===== src/design/lsu_pkg.sv =====
package lsu_pkg;

  localparam int SB_DEPTH          = 4;
  localparam int SB_IDX_W          = 2;
  localparam int ROB_IDX_W         = 5;
  localparam int DRAIN_IDLE_CYCLES = 5;
  localparam int IDLE_CNT_W        = $clog2(DRAIN_IDLE_CYCLES + 1);

  typedef logic [31:0]          paddr_t;
  typedef logic [31:0]          data_t;
  typedef logic [ROB_IDX_W-1:0] rob_idx_t;

  typedef enum logic [1:0] {BYTE, HALF, WORD} access_size_t;
  typedef enum logic {LOAD, STORE} mem_kind_t;

  typedef struct packed {
    mem_kind_t    kind;
    access_size_t size;
    logic         is_signed;
    rob_idx_t     rob_idx;
    paddr_t       addr;
    data_t        data;  // Store data sits in the low bytes
  } lsu_op_t;

  typedef struct packed {
    rob_idx_t     rob_idx;
    paddr_t       addr;
    data_t        data;
    access_size_t size;
  } sb_store_t;

  typedef struct packed {
    paddr_t       addr;
    access_size_t size;
    logic         is_signed;
  } load_req_t;

  typedef struct packed {
    logic   hit;
    logic   must_wait;
    data_t  data;
    paddr_t addr;  // Address of the store that supplies the data
  } fwd_resp_t;

  typedef struct packed {
    rob_idx_t rob_idx;
    data_t    data;
    logic     misaligned;
  } lsu_result_t;

  typedef struct packed {
    logic         valid;
    logic         committed;
    rob_idx_t     rob_idx;
    paddr_t       addr;
    data_t        data;
    access_size_t size;
  } sb_entry_t;

endpackage


===== src/design/load_result.sv =====
`timescale 1ns/1ps

module load_result import lsu_pkg::*; (
  input  logic        clk_i,
  input  logic        rst_i,
  input  logic        ld_start_i,
  input  load_req_t   ld_req_i,
  input  rob_idx_t    ld_tag_i,
  input  fwd_resp_t   fwd_i,
  input  logic        rd_done_i,
  input  data_t       rd_data_i,
  input  logic        err_i,
  input  rob_idx_t    err_tag_i,
  output logic        load_busy_o,
  output logic        result_valid_o,
  output lsu_result_t result_o
);

  load_req_t   ld_q;
  rob_idx_t    tag_q;
  logic        busy_q;
  logic        valid_q;
  lsu_result_t res_q;
  logic [1:0]  fwd_lane;

  function automatic data_t format_load(data_t word, logic [1:0] lane, access_size_t size,
                                        logic sgn);
    data_t shifted;
    shifted = word >> {lane, 3'b000};
    case (size)
      BYTE:    return {{24{sgn & shifted[7]}}, shifted[7:0]};
      HALF:    return {{16{sgn & shifted[15]}}, shifted[15:0]};
      default: return shifted;
    endcase
  endfunction

  // Forwarded data is in store order, so the lane is relative to the store address
  assign fwd_lane = ld_req_i.addr[1:0] - fwd_i.addr[1:0];

  assign load_busy_o    = busy_q;
  assign result_valid_o = valid_q;
  assign result_o       = res_q;

  always_ff @(posedge clk_i) begin
    if (!rst_i) begin
      busy_q  <= 1'b0;
      valid_q <= 1'b0;
    end else begin
      valid_q <= 1'b0;
      if (err_i) begin
        valid_q          <= 1'b1;
        res_q.rob_idx    <= err_tag_i;
        res_q.data       <= '0;
        res_q.misaligned <= 1'b1;
      end else if (ld_start_i) begin
        tag_q <= ld_tag_i;
        ld_q  <= ld_req_i;
        if (fwd_i.hit) begin
          valid_q          <= 1'b1;
          res_q.rob_idx    <= ld_tag_i;
          res_q.data       <= format_load(fwd_i.data, fwd_lane, ld_req_i.size,
                                          ld_req_i.is_signed);
          res_q.misaligned <= 1'b0;
        end else begin
          busy_q <= 1'b1;  // Memory read outstanding
        end
      end
      if (rd_done_i && busy_q) begin
        busy_q           <= 1'b0;
        valid_q          <= 1'b1;
        res_q.rob_idx    <= tag_q;
        res_q.data       <= format_load(rd_data_i, ld_q.addr[1:0], ld_q.size, ld_q.is_signed);
        res_q.misaligned <= 1'b0;
      end
    end
  end

endmodule


===== src/design/lsu_top.sv =====
`timescale 1ns/1ps

module lsu_top import lsu_pkg::*; (
  input  logic        clk_i,
  input  logic        rst_i,
  input  logic        op_valid_i,
  input  lsu_op_t     op_i,
  output logic        op_ready_o,
  input  logic        commit_valid_i,
  input  rob_idx_t    commit_idx_i,
  input  logic        finish_i,
  output logic        done_o,
  output logic        result_valid_o,
  output lsu_result_t result_o,
  output logic        wb_cyc_o,
  output logic        wb_stb_o,
  output logic        wb_we_o,
  output logic [29:0] wb_adr_o,
  output logic [3:0]  wb_sel_o,
  output data_t       wb_dat_o,
  input  data_t       wb_dat_i,
  input  logic        wb_ack_i
);

  logic                     sb_push;
  sb_store_t                sb_store;
  logic                     ld_start;
  load_req_t                ld_req;
  logic                     err;
  rob_idx_t                 err_tag;
  logic                     sb_full;
  logic                     finish_mode;
  fwd_resp_t                fwd;
  logic                     load_busy;
  sb_entry_t [SB_DEPTH-1:0] entries;
  logic [SB_IDX_W-1:0]      tail;
  logic                     drain_req;
  sb_store_t                drain_store;
  logic                     drain_ack;
  logic                     rd_done;
  data_t                    rd_data;

  mem_op_decode i_decode (
    .clk_i        (clk_i),
    .rst_i        (rst_i),
    .op_valid_i   (op_valid_i),
    .op_i         (op_i),
    .op_ready_o   (op_ready_o),
    .sb_full_i    (sb_full),
    .finish_mode_i(finish_mode),
    .fwd_i        (fwd),
    .load_busy_i  (load_busy),
    .sb_push_o    (sb_push),
    .sb_store_o   (sb_store),
    .ld_start_o   (ld_start),
    .ld_req_o     (ld_req),
    .err_o        (err),
    .err_tag_o    (err_tag)
  );

  store_buffer i_store_buffer (
    .clk_i         (clk_i),
    .rst_i         (rst_i),
    .sb_push_i     (sb_push),
    .sb_store_i    (sb_store),
    .commit_valid_i(commit_valid_i),
    .commit_idx_i  (commit_idx_i),
    .finish_i      (finish_i),
    .entries_o     (entries),
    .tail_o        (tail),
    .sb_full_o     (sb_full),
    .finish_mode_o (finish_mode),
    .done_o        (done_o),
    .drain_req_o   (drain_req),
    .drain_store_o (drain_store),
    .drain_ack_i   (drain_ack)
  );

  store_forward_check i_forward (
    .ld_req_i (ld_req),
    .entries_i(entries),
    .tail_i   (tail),
    .fwd_o    (fwd)
  );

  wb_data_port i_wb_port (
    .clk_i        (clk_i),
    .rst_i        (rst_i),
    .ld_start_i   (ld_start),
    .ld_fwd_hit_i (fwd.hit),
    .ld_addr_i    (ld_req.addr),
    .drain_req_i  (drain_req),
    .drain_store_i(drain_store),
    .drain_ack_o  (drain_ack),
    .rd_done_o    (rd_done),
    .rd_data_o    (rd_data),
    .wb_cyc_o     (wb_cyc_o),
    .wb_stb_o     (wb_stb_o),
    .wb_we_o      (wb_we_o),
    .wb_adr_o     (wb_adr_o),
    .wb_sel_o     (wb_sel_o),
    .wb_dat_o     (wb_dat_o),
    .wb_dat_i     (wb_dat_i),
    .wb_ack_i     (wb_ack_i)
  );

  load_result i_result (
    .clk_i         (clk_i),
    .rst_i         (rst_i),
    .ld_start_i    (ld_start),
    .ld_req_i      (ld_req),
    .ld_tag_i      (op_i.rob_idx),
    .fwd_i         (fwd),
    .rd_done_i     (rd_done),
    .rd_data_i     (rd_data),
    .err_i         (err),
    .err_tag_i     (err_tag),
    .load_busy_o   (load_busy),
    .result_valid_o(result_valid_o),
    .result_o      (result_o)
  );

endmodule


===== src/design/mem_op_decode.sv =====
`timescale 1ns/1ps

module mem_op_decode import lsu_pkg::*; (
  input  logic      clk_i,
  input  logic      rst_i,
  input  logic      op_valid_i,
  input  lsu_op_t   op_i,
  output logic      op_ready_o,
  input  logic      sb_full_i,
  input  logic      finish_mode_i,
  input  fwd_resp_t fwd_i,
  input  logic      load_busy_i,
  output logic      sb_push_o,
  output sb_store_t sb_store_o,
  output logic      ld_start_o,
  output load_req_t ld_req_o,
  output logic      err_o,
  output rob_idx_t  err_tag_o
);

  logic alive_q;
  logic misaligned;
  logic is_load;
  logic blocked;
  logic accept;

  always_ff @(posedge clk_i) begin
    if (!rst_i) begin
      alive_q <= 1'b0;
    end else begin
      alive_q <= 1'b1;  // Held low through reset so nothing is taken early
    end
  end

  always_comb begin
    case (op_i.size)
      HALF:    misaligned = op_i.addr[0];
      WORD:    misaligned = |op_i.addr[1:0];
      default: misaligned = 1'b0;
    endcase
  end

  assign is_load = (op_i.kind == LOAD);

  // Misaligned operations never touch the buffer, so only aligned ones can stall
  assign blocked = !misaligned && (is_load ? fwd_i.must_wait : sb_full_i);

  assign op_ready_o = alive_q && !load_busy_i && !finish_mode_i && !(op_valid_i && blocked);
  assign accept     = op_valid_i && op_ready_o;

  assign sb_push_o  = accept && !is_load && !misaligned;
  assign ld_start_o = accept && is_load && !misaligned;
  assign err_o      = accept && misaligned;
  assign err_tag_o  = op_i.rob_idx;

  assign sb_store_o.rob_idx = op_i.rob_idx;
  assign sb_store_o.addr    = op_i.addr;
  assign sb_store_o.data    = op_i.data;
  assign sb_store_o.size    = op_i.size;

  assign ld_req_o.addr      = op_i.addr;  // Drives the forward check before accept
  assign ld_req_o.size      = op_i.size;
  assign ld_req_o.is_signed = op_i.is_signed;

endmodule


===== src/design/store_buffer.sv =====
`timescale 1ns/1ps

module store_buffer import lsu_pkg::*; (
  input  logic                     clk_i,
  input  logic                     rst_i,
  input  logic                     sb_push_i,
  input  sb_store_t                sb_store_i,
  input  logic                     commit_valid_i,
  input  rob_idx_t                 commit_idx_i,
  input  logic                     finish_i,
  output sb_entry_t [SB_DEPTH-1:0] entries_o,
  output logic [SB_IDX_W-1:0]      tail_o,
  output logic                     sb_full_o,
  output logic                     finish_mode_o,
  output logic                     done_o,
  output logic                     drain_req_o,
  output sb_store_t                drain_store_o,
  input  logic                     drain_ack_i
);

  sb_entry_t [SB_DEPTH-1:0] entries_q;
  logic [SB_IDX_W-1:0]      head_q;
  logic [SB_IDX_W-1:0]      tail_q;
  logic [SB_IDX_W:0]        count_q;
  logic                     finish_mode_q;
  logic [IDLE_CNT_W-1:0]    idle_cnt_q;
  sb_entry_t                head;
  logic                     head_committing;
  logic                     empty;

  assign head  = entries_q[head_q];
  assign empty = (count_q == '0);

  // A commit in this very cycle is enough to start the write
  assign head_committing = commit_valid_i && (head.rob_idx == commit_idx_i);

  assign drain_req_o = head.valid && (head.committed || head_committing || finish_mode_q);

  assign drain_store_o.rob_idx = head.rob_idx;
  assign drain_store_o.addr    = head.addr;
  assign drain_store_o.data    = head.data;
  assign drain_store_o.size    = head.size;

  assign entries_o     = entries_q;
  assign tail_o        = tail_q;
  assign sb_full_o     = (count_q == (SB_IDX_W + 1)'(SB_DEPTH));
  assign finish_mode_o = finish_mode_q;
  assign done_o        = finish_i && finish_mode_q &&
                         (idle_cnt_q == IDLE_CNT_W'(DRAIN_IDLE_CYCLES));

  always_ff @(posedge clk_i) begin
    if (!rst_i) begin
      head_q        <= '0;
      tail_q        <= '0;
      count_q       <= '0;
      finish_mode_q <= 1'b0;
      idle_cnt_q    <= '0;
      for (int i = 0; i < SB_DEPTH; i++) begin
        entries_q[i].valid     <= 1'b0;
        entries_q[i].committed <= 1'b0;
      end
    end else begin
      if (finish_i) begin
        finish_mode_q <= 1'b1;
      end else if (empty) begin
        finish_mode_q <= 1'b0;  // Leave finish mode only once nothing is left
      end

      if (finish_mode_q && empty) begin
        if (idle_cnt_q != IDLE_CNT_W'(DRAIN_IDLE_CYCLES)) begin
          idle_cnt_q <= idle_cnt_q + 1'b1;
        end
      end else begin
        idle_cnt_q <= '0;
      end

      if (commit_valid_i) begin
        for (int i = 0; i < SB_DEPTH; i++) begin
          if (entries_q[i].valid && (entries_q[i].rob_idx == commit_idx_i)) begin
            entries_q[i].committed <= 1'b1;
          end
        end
      end

      if (sb_push_i) begin
        entries_q[tail_q].valid     <= 1'b1;
        entries_q[tail_q].committed <= 1'b0;
        entries_q[tail_q].rob_idx   <= sb_store_i.rob_idx;
        entries_q[tail_q].addr      <= sb_store_i.addr;
        entries_q[tail_q].data      <= sb_store_i.data;
        entries_q[tail_q].size      <= sb_store_i.size;
        tail_q                      <= tail_q + 1'b1;
      end

      if (drain_ack_i) begin
        entries_q[head_q].valid     <= 1'b0;
        entries_q[head_q].committed <= 1'b0;
        head_q                      <= head_q + 1'b1;
      end

      count_q <= count_q + {{SB_IDX_W{1'b0}}, sb_push_i} - {{SB_IDX_W{1'b0}}, drain_ack_i};
    end
  end

endmodule


===== src/design/store_forward_check.sv =====
`timescale 1ns/1ps

module store_forward_check import lsu_pkg::*; (
  input  load_req_t                ld_req_i,
  input  sb_entry_t [SB_DEPTH-1:0] entries_i,
  input  logic [SB_IDX_W-1:0]      tail_i,
  output fwd_resp_t                fwd_o
);

  function automatic logic [32:0] access_end(paddr_t addr, access_size_t size);
    logic [32:0] nbytes;
    case (size)
      BYTE:    nbytes = 33'd1;
      HALF:    nbytes = 33'd2;
      default: nbytes = 33'd4;
    endcase
    return {1'b0, addr} + nbytes;  // One past the last byte, kept wide so it never wraps
  endfunction

  always_comb begin : search
    logic [SB_IDX_W-1:0] idx;
    logic [32:0]         ld_lo;
    logic [32:0]         ld_hi;
    logic [32:0]         st_lo;
    logic [32:0]         st_hi;
    logic                found;

    fwd_o = '0;
    found = 1'b0;
    idx   = '0;
    st_lo = '0;
    st_hi = '0;
    ld_lo = {1'b0, ld_req_i.addr};
    ld_hi = access_end(ld_req_i.addr, ld_req_i.size);

    // The slot just below the tail is the youngest store
    for (int i = 0; i < SB_DEPTH; i++) begin
      idx   = tail_i - SB_IDX_W'(i + 1);
      st_lo = {1'b0, entries_i[idx].addr};
      st_hi = access_end(entries_i[idx].addr, entries_i[idx].size);
      if (!found && entries_i[idx].valid && (st_lo < ld_hi) && (ld_lo < st_hi)) begin
        found = 1'b1;
        if ((st_lo <= ld_lo) && (ld_hi <= st_hi)) begin
          fwd_o.hit  = 1'b1;
          fwd_o.data = entries_i[idx].data;
          fwd_o.addr = entries_i[idx].addr;
        end else begin
          fwd_o.must_wait = 1'b1;  // Mixed bytes, wait until this store is in memory
        end
      end
    end
  end

endmodule


===== src/design/wb_data_port.sv =====
`timescale 1ns/1ps

module wb_data_port import lsu_pkg::*; (
  input  logic        clk_i,
  input  logic        rst_i,
  input  logic        ld_start_i,
  input  logic        ld_fwd_hit_i,
  input  paddr_t      ld_addr_i,
  input  logic        drain_req_i,
  input  sb_store_t   drain_store_i,
  output logic        drain_ack_o,
  output logic        rd_done_o,
  output data_t       rd_data_o,
  output logic        wb_cyc_o,
  output logic        wb_stb_o,
  output logic        wb_we_o,
  output logic [29:0] wb_adr_o,
  output logic [3:0]  wb_sel_o,
  output data_t       wb_dat_o,
  input  data_t       wb_dat_i,
  input  logic        wb_ack_i
);

  typedef enum logic [1:0] {ST_IDLE, ST_READ, ST_WRITE} wb_state_t;

  wb_state_t state_q;
  logic      rd_pend_q;
  paddr_t    rd_addr_q;
  logic      rd_new;
  paddr_t    rd_addr;

  function automatic logic [3:0] byte_sel(access_size_t size, logic [1:0] lane);
    case (size)
      BYTE:    return 4'b0001 << lane;
      HALF:    return 4'b0011 << lane;
      default: return 4'b1111;
    endcase
  endfunction

  assign rd_new  = ld_start_i && !ld_fwd_hit_i;
  assign rd_addr = rd_new ? ld_addr_i : rd_addr_q;

  assign wb_cyc_o    = (state_q != ST_IDLE);
  assign wb_stb_o    = (state_q != ST_IDLE);
  assign drain_ack_o = (state_q == ST_WRITE) && wb_ack_i;
  assign rd_done_o   = (state_q == ST_READ) && wb_ack_i;
  assign rd_data_o   = wb_dat_i;

  always_ff @(posedge clk_i) begin
    if (!rst_i) begin
      state_q   <= ST_IDLE;
      rd_pend_q <= 1'b0;
      wb_we_o   <= 1'b0;
    end else begin
      if (rd_new) begin
        rd_pend_q <= 1'b1;  // Parked here while a write still owns the bus
        rd_addr_q <= ld_addr_i;
      end
      case (state_q)
        ST_IDLE: begin
          if (rd_new || rd_pend_q) begin
            state_q   <= ST_READ;
            rd_pend_q <= 1'b0;
            wb_we_o   <= 1'b0;
            wb_adr_o  <= rd_addr[31:2];
            wb_sel_o  <= 4'b1111;
          end else if (drain_req_i) begin
            state_q  <= ST_WRITE;
            wb_we_o  <= 1'b1;
            wb_adr_o <= drain_store_i.addr[31:2];
            wb_sel_o <= byte_sel(drain_store_i.size, drain_store_i.addr[1:0]);
            wb_dat_o <= drain_store_i.data << {drain_store_i.addr[1:0], 3'b000};
          end
        end
        ST_READ, ST_WRITE: begin
          if (wb_ack_i) begin
            state_q <= ST_IDLE;
          end
        end
        default: state_q <= ST_IDLE;
      endcase
    end
  end

endmodule


===== config.mk =====
export PLATFORM = sky130hd
export DESIGN_NAME = lsu_top
export DESIGN_NICKNAME = d
export VERILOG_FILES = /design/src/design/lsu_pkg.sv /design/src/design/load_result.sv /design/src/design/lsu_top.sv /design/src/design/mem_op_decode.sv /design/src/design/store_buffer.sv /design/src/design/store_forward_check.sv /design/src/design/wb_data_port.sv
export SDC_FILE = /design/constraint.sdc
export NUM_CORES = 2
export LEC_CHECK = 0
export ABC_AREA = 0
export BUFFER_PORTS_ARGS = -buffer_cell sky130_fd_sc_hd__buf_2
export CAP_MARGIN = 15
export CORE_MARGIN = 2
export CORE_UTILIZATION = 30
export CTS_BUF_LIST = sky130_fd_sc_hd__clkbuf_4 sky130_fd_sc_hd__clkbuf_8 sky130_fd_sc_hd__clkbuf_16
export DETAILED_ROUTE_END_ITERATION = 10
export SLEW_MARGIN = 20
export SYNTH_ARGS = -nofsm -noshare
export SYNTH_HDL_FRONTEND = slang
export SYNTH_SLANG_ARGS = --single-unit

===== constraint.sdc =====
create_clock -name clk_i -period 22 [get_ports clk_i]
set_clock_uncertainty 0.1 [all_clocks]
set_input_delay 2.2 -clock clk_i [delete_from_list [all_inputs] [get_ports clk_i]]
set_output_delay 2.2 -clock clk_i [all_outputs]
set_load 0.02 [all_outputs]

# --- After elaboration in Yosys (flattened, before gate mapping) ---
# Index checks and enable logic that the tools add are counted.
totals:
  mem_bits_ro: 0
  input_bits: 116
  ram_bits: 0
  elab_cells: 298
  output_inout_bits: 110
  latchBits: 0
  memories: 0
  regBits: 456
classes:
  div: 0
  n_reduce_logical: 78
  n_eq_ne: 20
  order_cmp: 23
  shift: 5
  n_addsub: 14
  muxes: 102
  n_mul: 0
  n_bitwise: 9
ops:
  columns: ["operator", "count"]
  rows:
  - ["bitwise mux 292 bit", 8]
  - ["demux 73 bit (select 2 bit)", 8]
  - ["two-way mux 292 bit", 3]
  - ["binary-select mux 73 bit (select 2 bit)", 5]
  - ["two-way mux 73 bit", 7]
  - ["two-way mux 66 bit", 5]
  - ["less-than comparator 32 x 33 -> 1 bit", 8]
  - ["two-way mux 64 bit", 4]
  - ["adder 32 x 3 -> 33 bit", 5]
  - ["two-way mux 38 bit", 4]
  - ["two-way mux 72 bit", 2]
  - ["<= comparator 33 bit", 4]
  - ["<= comparator 32 bit", 4]
  - ["one-hot mux 32 bit (2 select lines)", 2]
  - ["two-way mux 71 bit", 1]
  - ["right shift 32 x 5 -> 32 bit", 2]
  - ["two-way mux 30 bit", 2]
  - ["logical AND 1 bit", 41]
  - ["two-way mux 1 bit", 36]
  - ["two-way mux 34 bit", 1]
  - ["two-way mux 32 bit", 1]
  - ["left shift 32 x 5 -> 32 bit", 1]
  - ["one-hot mux 3 bit (2 select lines)", 5]
  - ["== test 5 bit", 5]
  - ["other kinds (34)", 87]

# --- Longest topological paths before layout ---
depth:
  depth_word: 37
  ltp_mapped: 63
  depth_no_buf: 34

# --- Cells and area by module ---
# From an unflattened synthesis, not the netlist that was laid out.
unflattened:
  hier_cells: 4161
  area_unflattened_um2: 43619.3
by_module_without_submodules:
  columns: ["module", "cells_per_inst", "instances", "area_each_um2", "seq_area_each_um2"]
  rows:
  - ["store_forward_check", 2740, 1, 22561.6, 0.0]
  - ["store_buffer", 511, 1, 11484.8, 8908.5]
  - ["wb_data_port", 417, 1, 4864.7, 2962.8]
  - ["load_result", 366, 1, 3737.3, 1481.4]
  - ["mem_op_decode", 127, 1, 970.9, 20.0]

# --- Worst setup path after synthesis ---
# No wires, ideal clock.
synth_path:
  path_type: "register to register"
  from: "register i_store_buffer.tail_q[0] (netlist: i_store_buffer.tail_o[0])"
  to: "register i_wb_port.wb_dat_o[0], enable pin"
  period_less_slack_ps: 14294
  path_slack_ps: 7706
  arrival_ps: 13693
  required_time_ps: 21399
  path_stages_with_launch: 51
  setup_time_ps: 501
  path_cell_list: "dfxtp_1 -> buf_6 -> buf_12 -> buf_12 -> buf_12 -> buf_6 -> buf_4 -> buf_6 -> buf_2 -> buf_2 -> buf_2 -> buf_2 -> buf_1 -> buf_2 -> buf_2 -> inv_1 -> ha_1 -> buf_2 -> [15 not listed] -> nor2_1 -> nand2_1 -> nor2_1 -> nand3_1 -> xor2_1 -> ha_1 -> nand4_1 -> nor4_1 -> nor3b_1 -> nand2_1 -> a41oi_1 -> o21a_1 -> o21ai_1 -> nor4b_1 -> a211oi_2 -> nor4b_2 -> buf_4 -> nor4_1"
synth_via:
  elab_chain_cells: 36
synth_rtl:
  columns: ["item", "line_no", "rtl"]
  rows:
  - ["start, declared", "store_buffer.sv:23", "logic [SB_IDX_W-1:0] tail_q;"]
  - ["start signal, assigned", "store_buffer.sv:92", "tail_q <= tail_q + 1'b1;"]
  - ["subtractor 2 x 1 -> 2 bit", "store_forward_check.sv:38", "idx = tail_i - SB_IDX_W'(i + 1);"]
  - ["binary-select mux 73 bit (select 2 bit)", "store_forward_check.sv:39, store_forward_check.sv:40, store_forward_check.sv:41", null]
  - ["two-way mux 73 bit (implied by the code)", "store_forward_check.sv:40", "st_hi = access_end(entries_i[idx].addr, entries_i[idx].size);"]
  - ["== test 2 x 1 -> 1 bit / logical NOT 2 bit (equally long branches)", "store_forward_check.sv:12", "case (size)"]
  - ["one-hot mux 3 bit (2 select lines)", "store_forward_check.sv:12", null]
  - ["adder 32 x 3 -> 33 bit", "store_forward_check.sv:17", "return {1'b0, addr} + nbytes;"]
  - ["less-than comparator 32 x 33 -> 1 bit", "store_forward_check.sv:41", "if (!found && entries_i[idx].valid && (st_lo < ld_hi) && (ld_lo < st_hi)) begin"]
  - ["logical AND 1 bit", "store_forward_check.sv:41", null]
  - ["[19 not listed]", null, null]
  - ["logical NOT 1 bit", "mem_op_decode.sv:48", "assign op_ready_o = alive_q && !load_busy_i && !finish_mode_i && !(op_valid_i && blocked);"]
  - ["logical AND 1 bit", "mem_op_decode.sv:48", null]
  - ["logical AND 1 bit", "mem_op_decode.sv:49", "assign accept = op_valid_i && op_ready_o;"]
  - ["logical AND 1 bit (2 in series)", "mem_op_decode.sv:52", "assign ld_start_o = accept && is_load && !misaligned;"]
  - ["logical AND 1 bit (*)", "wb_data_port.sv:40", "assign rd_new = ld_start_i && !ld_fwd_hit_i;"]
  - ["logical OR 1 bit (*)", "wb_data_port.sv:61", "if (rd_new || rd_pend_q) begin"]
  - ["NOT 1 bit (no line) (*)", null, null]
  - ["AND reduction 4 bit (no line) (*)", null, null]
  - ["end signal, assigned", "wb_data_port.sv:72", "wb_dat_o <= drain_store_i.data << {drain_store_i.addr[1:0], 3'b000};"]
  - ["end, declared", "wb_data_port.sv:19", "output data_t wb_dat_o,"]
# Mark *: on every way between the ends. The rest lies on a longest branch, timed or not. The select of a mux whose other input is x is not followed.
# A chain may end at the register's enable or synchronous reset.

# --- Worst setup path in the final report ---
layout_path:
  from: "input port op_i[71] (netlist bit)"
  to: "output port op_ready_o"
layout_via:
  elab_chain_cells: 27
layout_rtl:
  columns: ["item", "line_no", "rtl"]
  rows:
  - ["start, declared", "lsu_top.sv:7", "input lsu_op_t op_i,"]
  - ["== test 2 x 1 -> 1 bit / logical NOT 2 bit (equally long branches)", "mem_op_decode.sv:36, store_forward_check.sv:12", null]
  - ["one-hot mux 3 bit (2 select lines)", "store_forward_check.sv:12", null]
  - ["adder 32 x 3 -> 33 bit", "store_forward_check.sv:17", null]
  - ["less-than comparator 32 x 33 -> 1 bit", "store_forward_check.sv:41", null]
  - ["logical AND 1 bit (2 in series)", "store_forward_check.sv:41", null]
  - ["two-way mux 1 bit", "store_forward_check.sv:41", null]
  - ["logical NOT 1 bit", "store_forward_check.sv:41", null]
  - ["logical AND 1 bit (3 in series)", "store_forward_check.sv:41", null]
  - ["[6 not listed]", null, null]
  - ["logical NOT 1 bit", "store_forward_check.sv:41", null]
  - ["logical AND 1 bit (3 in series)", "store_forward_check.sv:41", null]
  - ["two-way mux 66 bit", "store_forward_check.sv:41", null]
  - ["two-way mux 1 bit", "mem_op_decode.sv:46", "assign blocked = !misaligned && (is_load ? fwd_i.must_wait : sb_full_i);"]
  - ["logical AND 1 bit (*)", "mem_op_decode.sv:46", null]
  - ["logical AND 1 bit (*)", "mem_op_decode.sv:48", null]
  - ["logical NOT 1 bit (*)", "mem_op_decode.sv:48", null]
  - ["logical AND 1 bit (*)", "mem_op_decode.sv:48", null]
  - ["end, declared", "lsu_top.sv:8", "output logic op_ready_o,"]
# Mark *: on every way between the ends. The rest lies on a longest branch, timed or not.

==> run summary <==
status: finished, final reports clean
Final nets: 4,628
Root Buffer: clkbuf_16
Die Width: 373 um
post-synthesis sequential area ratio: 0.327
delay-heaviest family, CP: compound AO/OA/AOI/OAI gates
Synth Flop Type: edfxtp_1
Worst Setup End Kind: output pin
Hold Path Class: flip-flop to flip-flop
register bit count reported by yosys: 454
post-DP HPWL: 120 mm
Cell Rows: 135
CP peak stage delay: 580 ps
postcts setup bufs: 0
Tmin final: 12,340 ps
Mapped Cells: 3,787
Initial Util: 0.302
Die ar.: 0.139 mm^2
Layout Cells excl Fill: 5,795
DR pass1 iterations: 6
area grow syn2layout: 12.1%
placer congestion estimate: 1.01
crit start category: input port
gr ovfl total: 0
Synth Warn #: 0
Worst Path Buf+Inv: 4
Leak Pwr: 17.2 nW
TNS Setup: 0 ps
first-pass GRT wire length: 222 mm
I/O Buffers: 225
largest net degree at the start of global routing: 125
Via Count: 33,200
syn_nets: 4,451
Worst-path clk slew: 60 ps
unrepaired setup endpoints after global routing: no
fmax: 81.0 MHz
post-CTS resize count: 0
Crit Path Category: input port to output pin
post-synthesis cell type count: 97
WL final: 153 mm
DRC violations left: 0
pins over their slew limit: 0
ANT nets after route: 0
number of max-cap violations: 0
worst path required time: 19,700 ps
WL per Instance: 26.5 um
Core Util, Final: 0.339
Power, Total: 0.00242 W
clk sinks: 454
fraction of layout cells with a size suffix above 1: 0.177
Final Hold Viols: 0
Post-synth EDFFs: 428
GR Util All Layers: 0.214
initial detailed-routing violation count: 3,171
number of global-route vias before repair: 31,900
slowest cell on the critical path: o21a_2
core box area: 0.135 mm^2
DR vias/cell: 5.74
clock latency on the worst-skew pair: 700 ps
clock tree buffer depth: 3
Power Dens Cells: 52.9 mW/mm^2
htree depth: 2
critical path fanouts, max: 24
peak supply drop: 61.0 uV
CTS tree: built
io pins: 226
Max-slew headroom: 0.174
Tightest Pin Transition: 1230 ps
initial antenna violation count: 15
Post-Place Cells: 5,689
fin crit share: 0.561
Netlist Area Pre-Place: 0.0409 mm^2
cts hold-fix bufs: 0
# fillers: 13,500
post-synthesis async set-or-reset flop share: 0
Setup Viol. Count Final: 0
critical path data arrival time: 10,040 ps
CTS buffer count: 54
syn avg cell area: 10.8 um^2
Die Ht: 373 um
## report_power, final
part | leakage, nW | switching (W) | internal, W | total, W
sequential | 4.11 | 0.00000872 | 0.000957 | 0.000966
combinational | 12.2 | 0.000323 | 0.000188 | 0.000511
clock | 0.941 | 0.000390 | 0.000557 | 0.000947
## cell families after synthesis
family / after synthesis / synth area share
compound gates: 874 / 0.140
simple gates: 974 / 0.119
mux: 436 / 0.171
fa+ha+maj: 549 / 0.169
flops: 454 / 0.327
buf+inv: 318 / 0.0346
xor+xnor: 182 / 0.0390
## registers in the layout (all words and copies together) (netlist names), 2 cells and up
register	flops
i_result.ld_q	5
i_result.result_o	38
i_result.tag_q	5
i_store_buffer.count_q	3
i_store_buffer.entries_o	292
i_store_buffer.head_q	2
i_store_buffer.idle_cnt_q	3
i_store_buffer.tail_o	2
i_wb_port.rd_addr_q	30
i_wb_port.state_q	2
i_wb_port.wb_adr_o	30
i_wb_port.wb_dat_o	32
i_wb_port.wb_sel_o	4
## stage by stage
step	hold WS, ps	setup slack (ps)	area, um^2
2_1_floorplan	381	7710	40900
3_3_place_gp	391	9650	43900
3_5_place_dp	394	9380	43900
4_1_cts	409	9760	45800
5_1_grt	428	9140	45800
6_report	411	9660	45800
## layout by cell type (no fill, tap or decap), drive strengths merged, types with 39 or more instances in the layout
master	count
mux4	201
nor2b	41
xor2	86
nor2	193
buf	279
inv	159
nand3	76
mux2	83
o21ai	222
ha	542
a211oi	56
nand4	93
nand2	314
a21oi	221
mux2i	152
a21o	91
nor3	56
edfxtp	428
xnor2	96
o211ai	39
clkbuf	77
## layout make-up
cell class,instances,area (um^2),share of cell area
antenna,5,12.5,0.000273
clock buffer,77,1600,0.0349
clock inverter,24,279,0.00609
inverter,160,601,0.0131
multi-input combinational,3015,26200,0.571
sequential,454,13400,0.292
tap,1781,2230,0.0486
timing repair buffer,279,1540,0.0337
## final timing paths
kind	slack (ps)	cells after the start	end	startpoint
max reg2reg	10350	32	i_result.result_o[28]	i_store_buffer.tail_o[0]
min reg2reg	410	2	i_result.result_o[34]	i_result.tag_q[1]
max	9660	27	op_ready_o	op_i[71]
min	410	2	i_result.result_o[34]	i_result.tag_q[1]
## cells in the mapped netlist, types with 55 or more instances
cell type  number  area, um^2
a211oi_1       55         413
a21o_1         91         683
a21oi_1       221        1110
clkbuf_1       73         274
edfxtp_1      428       12900
ha_1          542        6780
inv_1         156         586
mux2_2         82         923
mux2i_1       152        1520
mux4_2        197        4440
nand2_1       314        1180
nand3_1        76         380
nand4_1        90         563
nor2_1        191         717
o21ai_0       218        1090
xnor2_1        96         841
xor2_1         86         753
## per-layer routing
metal,track usage,vias up,wire length (um)
met5,0,-,107
met4,0.0777,16,5940
met3,0.0348,262,11100
met2,0.358,1320,73100
met1,0.277,16400,63000
li1,-,15200,-
## worst reg2reg max path: cells and delay by family (launching register included)
family	cells	cell delay, ps
AO/OA/AOI/OAI	9	3110
XOR/XNOR	1	500
adder cells (fa/ha/maj)	4	1620
buffers and inverters	5	2180
flip-flops	1	670
multiplexers	1	500
AND/OR/NAND/NOR	12	2650
No activity file was read; power rests on OpenSTA's default activity.
